--- src/rtl/motion_defs.svh ---
`ifndef MOTION_DEFS_SVH
`define MOTION_DEFS_SVH

// Host word and command header layout
`define WORD_W 32
`define OPC_W 8

// Move buffer
`define MOVE_DEPTH 4
`define MOVE_PTR_W 2

// Step position and encoder count
`define POS_W 32
`define STEP_THRESHOLD 32'sh0100_0000

`define VERSION_MAJOR 8'd1
`define VERSION_MINOR 8'd2
`define VERSION_PATCH 8'd0

// Wishbone word addresses
`define ADDR_CMD 2'd0
`define ADDR_STATUS 2'd1
`define ADDR_ENC 2'd2
`define ADDR_POS 2'd3

`endif
--- src/rtl/motion_pkg.sv ---
`default_nettype none

`include "motion_defs.svh"

package motion_pkg;

  // Header opcodes in bits 31..24 of a command word
  typedef enum logic [`OPC_W-1:0] {
    OPC_NOP       = 8'h00,
    OPC_MOVE      = 8'h01,  // Followed by duration, rate, accel words
    OPC_ENABLE    = 8'h0a,
    OPC_CLK_DIV   = 8'h0b,
    OPC_MICROSTEP = 8'h0c,
    OPC_ZERO_POS  = 8'h0d,
    OPC_VERSION   = 8'hfe
  } opcode_e;

  // Command word sequencing
  typedef enum logic [2:0] {
    CS_HEADER,
    CS_DURATION,
    CS_RATE,
    CS_ACCEL,
    CS_PUSH     // Accel word held until the buffer has room
  } ctrl_state_e;

  // One buffered move
  typedef struct packed {
    logic                      dir;
    logic [`WORD_W-1:0]        duration;  // Ticks
    logic signed [`WORD_W-1:0] rate;
    logic signed [`WORD_W-1:0] accel;
  } move_t;

endpackage

`default_nettype wire

--- src/rtl/move_if.sv ---
`default_nettype none

`include "motion_defs.svh"

interface move_if;

  logic                  push;
  motion_pkg::move_t     push_rec;
  logic                  full;
  logic [`MOVE_PTR_W:0]  level;     // 0 up to MOVE_DEPTH entries
  motion_pkg::move_t     pop_rec;   // Head of the buffer
  logic                  avail;
  logic                  pop;

  // Command side
  modport ctrl (
    output push, push_rec,
    input  full, level
  );

  // Storage side
  modport buffer (
    input  push, push_rec, pop,
    output full, level, pop_rec, avail
  );

  // Step generator side
  modport exec (
    input  pop_rec, avail,
    output pop
  );

endinterface

`default_nettype wire

--- src/rtl/motion_top.sv ---
`default_nettype none

`include "motion_defs.svh"

module motion_top (
  input  wire               CLK,
  input  wire               reset,
  input  wire               wb_cyc,
  input  wire               wb_stb,
  input  wire               wb_we,
  input  wire [1:0]         wb_adr,
  input  wire [`WORD_W-1:0] wb_dat_w,
  output wire [`WORD_W-1:0] wb_dat_r,
  output wire               wb_ack,
  input  wire               enc_a,
  input  wire               enc_b,
  output wire               step,
  output wire               dir,
  output wire               move_done,
  output wire               buffer_ready,
  output wire               phase_a1,
  output wire               phase_a2,
  output wire               phase_b1,
  output wire               phase_b2,
  output wire               phase_a1_h,
  output wire               phase_a2_h,
  output wire               phase_b1_h,
  output wire               phase_b2_h
);

  wire                     enable;
  wire [7:0]               clk_div;
  wire [1:0]               microstep;
  wire                     zero_pos;
  wire                     busy;
  wire signed [`POS_W-1:0] position;
  wire signed [`POS_W-1:0] enc_count;
  wire                     enc_fault;

  move_if mv_bus ();

  assign buffer_ready = ~mv_bus.full;

  // Low-side drive is the complement of the high side
  assign phase_a1_h = ~phase_a1;
  assign phase_a2_h = ~phase_a2;
  assign phase_b1_h = ~phase_b1;
  assign phase_b2_h = ~phase_b2;

  cmd_ctrl ctrl0 (
    .CLK(CLK), .reset(reset),
    .wb_cyc(wb_cyc), .wb_stb(wb_stb), .wb_we(wb_we), .wb_adr(wb_adr),
    .wb_dat_w(wb_dat_w), .wb_dat_r(wb_dat_r), .wb_ack(wb_ack),
    .mv(mv_bus.ctrl),
    .enc_count(enc_count), .position(position), .enc_fault(enc_fault), .busy(busy),
    .enable(enable), .clk_div(clk_div), .microstep(microstep), .zero_pos(zero_pos)
  );

  move_fifo fifo0 (.CLK(CLK), .reset(reset), .mv(mv_bus.buffer));

  dda_stepper dda0 (
    .CLK(CLK), .reset(reset), .mv(mv_bus.exec),
    .enable(enable), .clk_div(clk_div), .zero_pos(zero_pos),
    .step(step), .dir(dir), .busy(busy), .move_done(move_done), .position(position)
  );

  quad_decoder enc0 (
    .CLK(CLK), .reset(reset), .enc_a(enc_a), .enc_b(enc_b), .zero_pos(zero_pos),
    .count(enc_count), .fault(enc_fault)
  );

  hbridge_phaser phaser0 (
    .CLK(CLK), .reset(reset), .step(step), .dir(dir), .enable(enable),
    .microstep(microstep),
    .phase_a1(phase_a1), .phase_a2(phase_a2), .phase_b1(phase_b1), .phase_b2(phase_b2)
  );

endmodule

`default_nettype wire

--- src/rtl/hbridge_phaser.sv ---
`default_nettype none

module hbridge_phaser (
  input  wire       CLK,
  input  wire       reset,
  input  wire       step,
  input  wire       dir,
  input  wire       enable,
  input  wire [1:0] microstep,
  output logic      phase_a1,
  output logic      phase_a2,
  output logic      phase_b1,
  output logic      phase_b2
);

  logic [4:0] phase_idx;
  logic [4:0] phase_inc;
  logic [3:0] pattern;  // {a1, a2, b1, b2}

  // Full step moves one quadrant, eighth step one index
  assign phase_inc = 5'd8 >> microstep;

  always_ff @(posedge CLK) begin
    if (reset) begin
      phase_idx <= 5'd0;
    end else if (step && enable) begin
      phase_idx <= dir ? phase_idx + phase_inc : phase_idx - phase_inc;
    end
  end

  // Two-phase-on sequence by quadrant
  always_comb begin
    case (phase_idx[4:3])
      2'd0:    pattern = 4'b1010;
      2'd1:    pattern = 4'b0110;
      2'd2:    pattern = 4'b0101;
      default: pattern = 4'b1001;
    endcase
  end

  assign phase_a1 = enable & pattern[3];
  assign phase_a2 = enable & pattern[2];
  assign phase_b1 = enable & pattern[1];
  assign phase_b2 = enable & pattern[0];

endmodule

`default_nettype wire

--- src/rtl/quad_decoder.sv ---
`default_nettype none

`include "motion_defs.svh"

module quad_decoder (
  input  wire                      CLK,
  input  wire                      reset,
  input  wire                      enc_a,
  input  wire                      enc_b,
  input  wire                      zero_pos,
  output logic signed [`POS_W-1:0] count,
  output logic                     fault
);

  logic [1:0] a_sync;
  logic [1:0] b_sync;
  logic       a_prev;
  logic       b_prev;
  logic [3:0] trans;  // Previous and current A/B sample

  assign trans = {a_prev, b_prev, a_sync[1], b_sync[1]};

  always_ff @(posedge CLK) begin
    if (reset) begin
      a_sync <= 2'b00;
      b_sync <= 2'b00;
      a_prev <= 1'b0;
      b_prev <= 1'b0;
      count  <= '0;
      fault  <= 1'b0;
    end else begin
      a_sync <= {a_sync[0], enc_a};
      b_sync <= {b_sync[0], enc_b};
      a_prev <= a_sync[1];
      b_prev <= b_sync[1];

      if (zero_pos) begin
        count <= '0;
      end else begin
        case (trans)
          // A leads B
          4'b0010, 4'b1011, 4'b1101, 4'b0100: count <= count + 1'b1;
          // B leads A
          4'b0001, 4'b0111, 4'b1110, 4'b1000: count <= count - 1'b1;
          default: ;
        endcase
      end

      // Sticky fault when both inputs move in one sample
      case (trans)
        4'b0011, 4'b0110, 4'b1001, 4'b1100: fault <= 1'b1;
        default: ;
      endcase
    end
  end

endmodule

`default_nettype wire

--- src/rtl/dda_stepper.sv ---
`default_nettype none

`include "motion_defs.svh"

module dda_stepper (
  input  wire                      CLK,
  input  wire                      reset,
  move_if.exec                     mv,
  input  wire                      enable,
  input  wire [7:0]                clk_div,
  input  wire                      zero_pos,
  output logic                     step,
  output logic                     dir,
  output logic                     busy,
  output logic                     move_done,
  output logic signed [`POS_W-1:0] position
);

  logic [7:0]                div_cnt;
  logic [`WORD_W-1:0]        dur_cnt;   // Ticks left in this move
  logic signed [`WORD_W-1:0] rate_r;
  logic signed [`WORD_W-1:0] accel_r;
  logic signed [`WORD_W-1:0] acc;
  logic signed [`WORD_W-1:0] acc_sum;
  logic                      load;
  logic                      tick;
  logic                      step_now;

  // New moves only start while enabled
  assign load   = ~busy & mv.avail & enable;
  assign mv.pop = load;

  assign tick     = busy & (dur_cnt != '0) & (div_cnt == 8'd0);
  assign acc_sum  = acc + rate_r;
  assign step_now = tick & (acc_sum >= `STEP_THRESHOLD);

  always_ff @(posedge CLK) begin
    if (reset) begin
      busy      <= 1'b0;
      step      <= 1'b0;
      move_done <= 1'b0;
      dir       <= 1'b0;
      div_cnt   <= 8'd0;
      dur_cnt   <= '0;
      acc       <= '0;
      position  <= '0;
    end else begin
      step <= step_now;
      if (load) begin
        busy    <= 1'b1;
        dir     <= mv.pop_rec.dir;
        dur_cnt <= mv.pop_rec.duration;
        div_cnt <= clk_div;
      end else if (busy) begin
        if (dur_cnt == '0) begin
          busy      <= 1'b0;
          move_done <= ~move_done;
        end else if (div_cnt != 8'd0) begin
          div_cnt <= div_cnt - 1'b1;
        end else begin
          div_cnt <= clk_div;
          dur_cnt <= dur_cnt - 1'b1;
          // Accumulator is never cleared between moves
          acc     <= step_now ? acc_sum - `STEP_THRESHOLD : acc_sum;
        end
      end

      if (zero_pos) begin
        position <= '0;
      end else if (step_now) begin
        position <= dir ? position + 1'b1 : position - 1'b1;
      end
    end
  end

  always_ff @(posedge CLK) begin
    if (load) begin
      rate_r  <= mv.pop_rec.rate;
      accel_r <= mv.pop_rec.accel;
    end else if (tick) begin
      rate_r <= rate_r + accel_r;  // Rate ramps after it is applied
    end
  end

endmodule

`default_nettype wire

--- src/rtl/move_fifo.sv ---
`default_nettype none

`include "motion_defs.svh"

module move_fifo (
  input  wire    CLK,
  input  wire    reset,
  move_if.buffer mv
);

  motion_pkg::move_t      mem [`MOVE_DEPTH];
  logic [`MOVE_PTR_W-1:0] wr_ptr;
  logic [`MOVE_PTR_W-1:0] rd_ptr;
  logic                   do_push;
  logic                   do_pop;

  assign do_push = mv.push & ~mv.full;
  assign do_pop  = mv.pop & mv.avail;

  assign mv.full    = (mv.level == `MOVE_DEPTH);
  assign mv.avail   = (mv.level != '0);
  assign mv.pop_rec = mem[rd_ptr];

  always_ff @(posedge CLK) begin
    if (reset) begin
      wr_ptr   <= '0;
      rd_ptr   <= '0;
      mv.level <= '0;
    end else begin
      // Pointers wrap at the power-of-two depth
      if (do_push) wr_ptr <= wr_ptr + 1'b1;
      if (do_pop) rd_ptr <= rd_ptr + 1'b1;
      case ({do_push, do_pop})
        2'b10:   mv.level <= mv.level + 1'b1;
        2'b01:   mv.level <= mv.level - 1'b1;
        default: ;  // Both or neither
      endcase
    end
  end

  always_ff @(posedge CLK) begin
    if (do_push) begin
      mem[wr_ptr] <= mv.push_rec;
    end
  end

  a_no_push_full: assert property (@(posedge CLK) disable iff (reset)
    mv.push |-> !mv.full);

  a_no_pop_empty: assert property (@(posedge CLK) disable iff (reset)
    mv.pop |-> mv.avail);

endmodule

`default_nettype wire

--- src/rtl/cmd_ctrl.sv ---
`default_nettype none

`include "motion_defs.svh"

module cmd_ctrl (
  input  wire                     CLK,
  input  wire                     reset,
  input  wire                     wb_cyc,
  input  wire                     wb_stb,
  input  wire                     wb_we,
  input  wire [1:0]               wb_adr,
  input  wire [`WORD_W-1:0]       wb_dat_w,
  output logic [`WORD_W-1:0]      wb_dat_r,
  output logic                    wb_ack,
  move_if.ctrl                    mv,
  input  wire signed [`POS_W-1:0] enc_count,
  input  wire signed [`POS_W-1:0] position,
  input  wire                     enc_fault,
  input  wire                     busy,
  output logic                    enable,
  output logic [7:0]              clk_div,
  output logic [1:0]              microstep,
  output logic                    zero_pos
);

  motion_pkg::ctrl_state_e   state;
  motion_pkg::opcode_e       opcode;
  logic                      req;
  logic                      wr_cmd;
  logic [`WORD_W-1:0]        reply;
  logic [`WORD_W-1:0]        status_word;
  logic [`WORD_W-1:0]        rd_mux;
  logic                      mv_dir;
  logic [`WORD_W-1:0]        mv_duration;
  logic signed [`WORD_W-1:0] mv_rate;
  logic signed [`WORD_W-1:0] mv_accel;
  logic signed [`WORD_W-1:0] accel_word;

  // A request is seen once; ack blocks the repeat in the ack cycle
  assign req    = wb_cyc & wb_stb & ~wb_ack;
  assign wr_cmd = req & wb_we & (wb_adr == `ADDR_CMD);
  assign opcode = motion_pkg::opcode_e'(wb_dat_w[`WORD_W-1:`WORD_W-`OPC_W]);

  // Accel comes straight off the bus unless it had to wait
  assign accel_word = (state == motion_pkg::CS_PUSH) ? mv_accel : wb_dat_w;
  assign mv.push_rec = '{dir: mv_dir, duration: mv_duration, rate: mv_rate,
                         accel: accel_word};
  assign mv.push = ~mv.full & ((state == motion_pkg::CS_PUSH) |
                               (wr_cmd & (state == motion_pkg::CS_ACCEL)));

  always_comb begin
    status_word = '0;
    status_word[`MOVE_PTR_W:0] = mv.level;
    status_word[4] = mv.full;
    status_word[5] = busy;
    status_word[6] = enable;
    status_word[7] = enc_fault;
  end

  always_comb begin
    case (wb_adr)
      `ADDR_CMD:    rd_mux = reply;
      `ADDR_STATUS: rd_mux = status_word;
      `ADDR_ENC:    rd_mux = enc_count;
      `ADDR_POS:    rd_mux = position;
      default:      rd_mux = '0;
    endcase
  end

  always_ff @(posedge CLK) begin
    if (reset) begin
      state     <= motion_pkg::CS_HEADER;
      wb_ack    <= 1'b0;
      enable    <= 1'b0;
      clk_div   <= 8'd0;
      microstep <= 2'd0;
      reply     <= '0;
      zero_pos  <= 1'b0;
    end else begin
      wb_ack   <= 1'b0;
      zero_pos <= 1'b0;
      if (mv.push) begin
        wb_ack <= 1'b1;
        state  <= motion_pkg::CS_HEADER;
      end else if (req && state != motion_pkg::CS_PUSH) begin
        if (wr_cmd && state == motion_pkg::CS_ACCEL) begin
          state <= motion_pkg::CS_PUSH;  // Held without ack while the buffer is full
        end else begin
          wb_ack <= 1'b1;
          if (wr_cmd) begin
            case (state)
              motion_pkg::CS_HEADER: begin
                case (opcode)
                  motion_pkg::OPC_MOVE: begin
                    state <= motion_pkg::CS_DURATION;
                    reply <= enc_count;  // Encoder snapshot at move start
                  end
                  motion_pkg::OPC_ENABLE:    enable    <= wb_dat_w[0];
                  motion_pkg::OPC_CLK_DIV:   clk_div   <= wb_dat_w[7:0];
                  motion_pkg::OPC_MICROSTEP: microstep <= wb_dat_w[1:0];
                  motion_pkg::OPC_ZERO_POS:  zero_pos  <= 1'b1;
                  motion_pkg::OPC_VERSION:
                    reply <= {8'h00, `VERSION_MAJOR, `VERSION_MINOR, `VERSION_PATCH};
                  default: ;  // NOP and unknown codes
                endcase
              end
              motion_pkg::CS_DURATION: state <= motion_pkg::CS_RATE;
              motion_pkg::CS_RATE:     state <= motion_pkg::CS_ACCEL;
              default: ;
            endcase
          end
        end
      end
    end
  end

  // Move words and read data
  always_ff @(posedge CLK) begin
    if (req) begin
      wb_dat_r <= rd_mux;
    end
    if (wr_cmd) begin
      if (state == motion_pkg::CS_HEADER) mv_dir <= wb_dat_w[0];
      if (state == motion_pkg::CS_DURATION) mv_duration <= wb_dat_w;
      if (state == motion_pkg::CS_RATE) mv_rate <= wb_dat_w;
      if (state == motion_pkg::CS_ACCEL) mv_accel <= wb_dat_w;
    end
  end

  a_single_ack: assert property (@(posedge CLK) disable iff (reset)
    wb_ack |=> !wb_ack);

endmodule

`default_nettype wire

--- config.mk ---
export PLATFORM = sky130hd
export DESIGN_NAME = motion_top
export DESIGN_NICKNAME = d
export VERILOG_FILES = /design/src/rtl/motion_pkg.sv /design/src/rtl/move_if.sv /design/src/rtl/motion_top.sv /design/src/rtl/hbridge_phaser.sv /design/src/rtl/quad_decoder.sv /design/src/rtl/dda_stepper.sv /design/src/rtl/move_fifo.sv /design/src/rtl/cmd_ctrl.sv
export VERILOG_INCLUDE_DIRS = /design/src /design/src/rtl
export SDC_FILE = /design/constraint.sdc
export NUM_CORES = 1
export LEC_CHECK = 0
export BUFFER_PORTS_ARGS = -buffer_cell sky130_fd_sc_hd__buf_4
export CAP_MARGIN = 0
export CORE_AREA = 2 2 420 256
export CTS_BUF_LIST = sky130_fd_sc_hd__clkbuf_8
export DETAILED_ROUTE_END_ITERATION = 8
export DIE_AREA = 0 0 422 258
export GPL_TIMING_DRIVEN = 0
export HOLD_SLACK_MARGIN = 0.02
export PLACE_DENSITY = 0.54
export SLEW_MARGIN = 10
export SYNTH_ARGS = -nofsm -noshare
export SYNTH_HDL_FRONTEND = slang
export SYNTH_SLANG_ARGS = --single-unit
--- constraint.sdc ---
create_clock -name CLK -period 9.3 [get_ports CLK]
set_clock_uncertainty 0.15 [all_clocks]
set_input_delay 0.93 -clock CLK [delete_from_list [all_inputs] [get_ports CLK]]
set_output_delay 0.93 -clock CLK [all_outputs]
set_load 0.02 [all_outputs]
==> out/summary.md <==
The run finished with clean final reports. Summed over all layers, the routed wires come to 105 mm. Clock-pin slew of the registers on the worst-case setup and hold paths: 70 ps. In the synthesized netlist the dominant register cell turns out to be sky130_fd_sc_hd__edfxtp_1. Highest-delay cell along the critical path: sky130_fd_sc_hd__a211oi_1.

The tools report the area of the mapped netlist as 36500 um2. In the routed layout, each cell is associated on average with a via count of 5.34. For the count of instances resized after the clock tree is built, the log shows 0. The flip-flop and latch count after synthesis is 790. The register with the most flip-flops in the layout has 388 of them. The tools report the met1 usage as 0.312. The cell at the root of the clock tree was sky130_fd_sc_hd__clkbuf_8.

CTS built an H-tree with a depth of 3. In this run, the number of DRC markers left after iteration 0 of detailed routing was 2581. The run gives 0.189 as the combined global-route utilization of all metal layers. Once the clock tree was built, the setup fixing pass inserted 0 buffers. The xor/xnor cell area share of the yosys netlist came out at 0.0271.

The path class of the tightest hold or removal check is input pin to flop. For the layout filler cell count, the log shows 10.1k. Once detailed placement completed, the half-perimeter wirelength came to 74.4 mm. Average instance area after synthesis: 12.8 um2. The remaining global-route overflow came out at 0. Row generation in the floorplan step produced 93 rows. The synthesized netlist net count was 3046; the clock group share of total power was 0.428. Top-level port count: 86. Met2 routing resource usage after global routing: 0.238. For this run, the post-layout net count is 3266. The tool flagged a number of max-cap violations equal to 0.

For this run, the slowest stage of the critical path takes 570 ps. The tools report the count of placed standard cells in the final layout, fillers left out as 4615. In this run the critical register-to-register path is launched from dda0.rate_r[16]. The logic gate share of total power was 0.031; the hold path depth was 1. The tools report the terminating pin of the worst hold path as ctrl0.mv_rate[13]. The via count is 24.6k. fifo0.mem holds more flip-flops than any other register.

The floorplan step set the die width to 422 um. The portion of the clock cycle consumed by the worst path in the final layout is 0.666, and the standby leakage power is 0.0145 uW. The endpoint identified for the worst register-to-register timing path is dda0.position[22]. No sink is reached through more buffers than the 3 on the longest clock path.

Measured along the y axis, the die boundary spans 258 um. After clock tree synthesis, the flow added hold-fix buffers numbering 0. The number of port buffers was 83. The fraction of final layout cells sized beyond drive strength 1 is 0.155.

The tools report the weighted congestion reported at the end of routability-driven placement as 0.854. The final hold violation count came out at 0. The sequential standard cell area came out at 21600 um2. Counting flops with a built-in enable in the synthesized netlist gives 581. TritonCTS built the clock tree.

The compound-gate portion of the synthesized area works out to 0.120. STA classifies the critical path endpoint as a flop. The core area is 106000 um2, and the number of nets with antenna violations after detailed routing is 0.

IR analysis of the VDD net gives a maximum drop of 126 uV. The tools report the cell total after placement as 4382. Dividing the detail-routed wire length by the instance count gives 22.7 um. The logs give 50 for the maximum number of pins on one net before global-route repair and 0.155 for the relative slew slack. The shortest clock period the worst path allows after layout was 6200 ps; the final setup violation count was 0. Walking the worst path, the cells encountered are ha_1, buf_6, a21oi_1, o21ai_1, a31oi_1, o21ai_2, o21ai_1, a2111oi_0, a211oi_1, ha_1, nand3_1, nor3_1, o2111ai_1, nor4_1, and4b_4, a31oi_4, a211oi_4, buf_4, mux2i_1, nor2_1. STA puts the critical path data required time at 9810 ps. The clock sink total is 790. Counting cells, the worst reg-to-reg path comes to 20.

The first global-routing pass estimated 153 mm of wire. For the initial antenna violation count, the log shows 19. The global routing stage identified its most utilized layer as met1. Setup repair after global routing left no endpoint under its margin.

The count of buffer and inverter cells on the critical path is 2. The tools report the combined area of the multi-input logic cells as 14100 um2. The multiplexer area fraction after synthesis works out to 0.0942. The share of flip-flops with an asynchronous set or reset is 0.

In this run the most critical hold path is launched from wb_dat_w[13]. Critical path startpoint category: a flop. The areal power density over the cells is 168 nW/um2, and the critical path arrival is 6710 ps. Once routing completed, OpenROAD measured the worst setup slack at 3100 ps. The synthesized netlist contains 91 unique library cells. In this run the worst path has a maximum fanout of 10. The adder-cell area share of the yosys netlist is 0.0517, and the total iterations of the first detailed-routing run is 5. The area added between synthesis and finish was 14.4%.

The sequential power share came out at 0.541. The cell family contributing the most delay on the critical path was compound AO/OA/AOI/OAI gates. For the achievable frequency, the log shows 0.161 GHz. The logs give 118 for the TritonCTS buffer count and 5350 uW for the cell-internal power. The simple-gate portion of the synthesized area was 0.0929; the depth of the critical timing path with buffers and inverters included was 20. The share of the yosys chip area belonging to registers is 0.593.

The die area is 109000 um2, and the detailed-route DRC error count is 0. The later pin in the worst-skew pair is clocked with a latency of 870 ps. By startpoint and endpoint, the worst setup path is classified as flop to flop.

The run gives 0.345 as the starting utilization of the core area. Counting every instance in the synthesized netlist gives 2858. Yosys printed 0 warnings. The switching power came out at 1660 uW. Max-slew violation count: 0.

For the pin with the worst max-slew slack, the measured transition is 1270 ps. By area, the combinational part of the netlist is dominated by compound AO/OA/AOI/OAI gates. The pre-CTS setup slack is 3210 ps, and the net switching share of the total power is 0.237. The met3 demand-to-capacity share in global routing was 0.0476; the register-to-register setup slack was 3100 ps.

For the number of global-route vias before repair, the log shows 22.8k.
how the worst max path moves through the flow:
stage                               start           endpoint  slack (ps)
after floorplan                    wb_cyc    fifo0.mem[0][0]        2980
after global placement             wb_cyc  ctrl0.mv_rate[15]        -270
after detailed placement   dda0.rate_r[6]  dda0.position[16]        3210
after CTS                 dda0.rate_r[16]  dda0.position[22]        3110
after global routing       dda0.rate_r[6]  dda0.position[15]        2610
final                     dda0.rate_r[16]  dda0.position[22]        3100
stage by stage:
step,hold slack (ps),cell area [um2],setup TNS (ps),power [uW],utilization
CTS,72.0,41700,0,7070,0.395
finish,146,41700,0,7000,0.395
global placement,274,38900,-52850,4080,0.368
detailed placement,280,39200,0,4080,0.371
global route,94.5,41700,0,7240,0.395
floorplan,264,36500,0,3970,-
cells in the final DEF, fill, tap and decap left out, types with 82 or more instances in the layout:
cell type	instances
sky130_fd_sc_hd__a21oi_1	233
sky130_fd_sc_hd__buf_4	91
sky130_fd_sc_hd__clkbuf_8	123
sky130_fd_sc_hd__dfxtp_1	209
sky130_fd_sc_hd__edfxtp_1	581
sky130_fd_sc_hd__ha_1	141
sky130_fd_sc_hd__inv_1	99
sky130_fd_sc_hd__mux4_2	104
sky130_fd_sc_hd__nand2_1	236
sky130_fd_sc_hd__nand3_1	82
sky130_fd_sc_hd__nor2_1	215
sky130_fd_sc_hd__o21ai_0	120
power by group through the flow:
stage	Combinational (uW)	Sequential (uW)	Clock, uW
finish	216	3790	3000
global route	234	3790	3220
CTS	215	3790	3070
detailed placement	214	3870	0
global placement	211	3870	0
floorplan	111	3860	0
logic make-up after synthesis:
kind of cell / after synthesis
xor+xnor: 113
flops: 790
buf+inv: 189
mux: 206
simple gates: 735
fa+ha+maj: 147
compound gates: 678
layer usage:
metal	wire length [um]	part of all wire
met1	54400	0.52
met2	39100	0.37
met3	9560	0.091
met4	1690	0.016
met5	0	0
cells in the mapped netlist (59+ instances only):
master / instances / area share
sky130_fd_sc_hd__a21o_1: 65 / 0.013
sky130_fd_sc_hd__a21oi_1: 233 / 0.032
sky130_fd_sc_hd__clkbuf_1: 82 / 0.0084
sky130_fd_sc_hd__dfxtp_1: 209 / 0.11
sky130_fd_sc_hd__edfxtp_1: 581 / 0.48
sky130_fd_sc_hd__ha_1: 141 / 0.048
sky130_fd_sc_hd__inv_1: 71 / 0.0073
sky130_fd_sc_hd__mux2_2: 59 / 0.018
sky130_fd_sc_hd__mux4_2: 104 / 0.064
sky130_fd_sc_hd__nand2_1: 236 / 0.024
sky130_fd_sc_hd__nand3_1: 82 / 0.011
sky130_fd_sc_hd__nor2_1: 218 / 0.022
sky130_fd_sc_hd__o21ai_0: 120 / 0.016
sky130_fd_sc_hd__xnor2_1: 65 / 0.016
area by class of cell:
cell class,instances,share of cell area
Buffer,118,0.0125
Clock buffer,123,0.0406
Sequential cell,790,0.518
Clock inverter,102,0.0187
Timing Repair Buffer,100,0.0227
Multi-Input combinational cell,1879,0.338
Inverter,71,0.00638
Antenna cell,7,0.000420
Tap cell,1425,0.0427
Power figures use the tool's default switching activity.
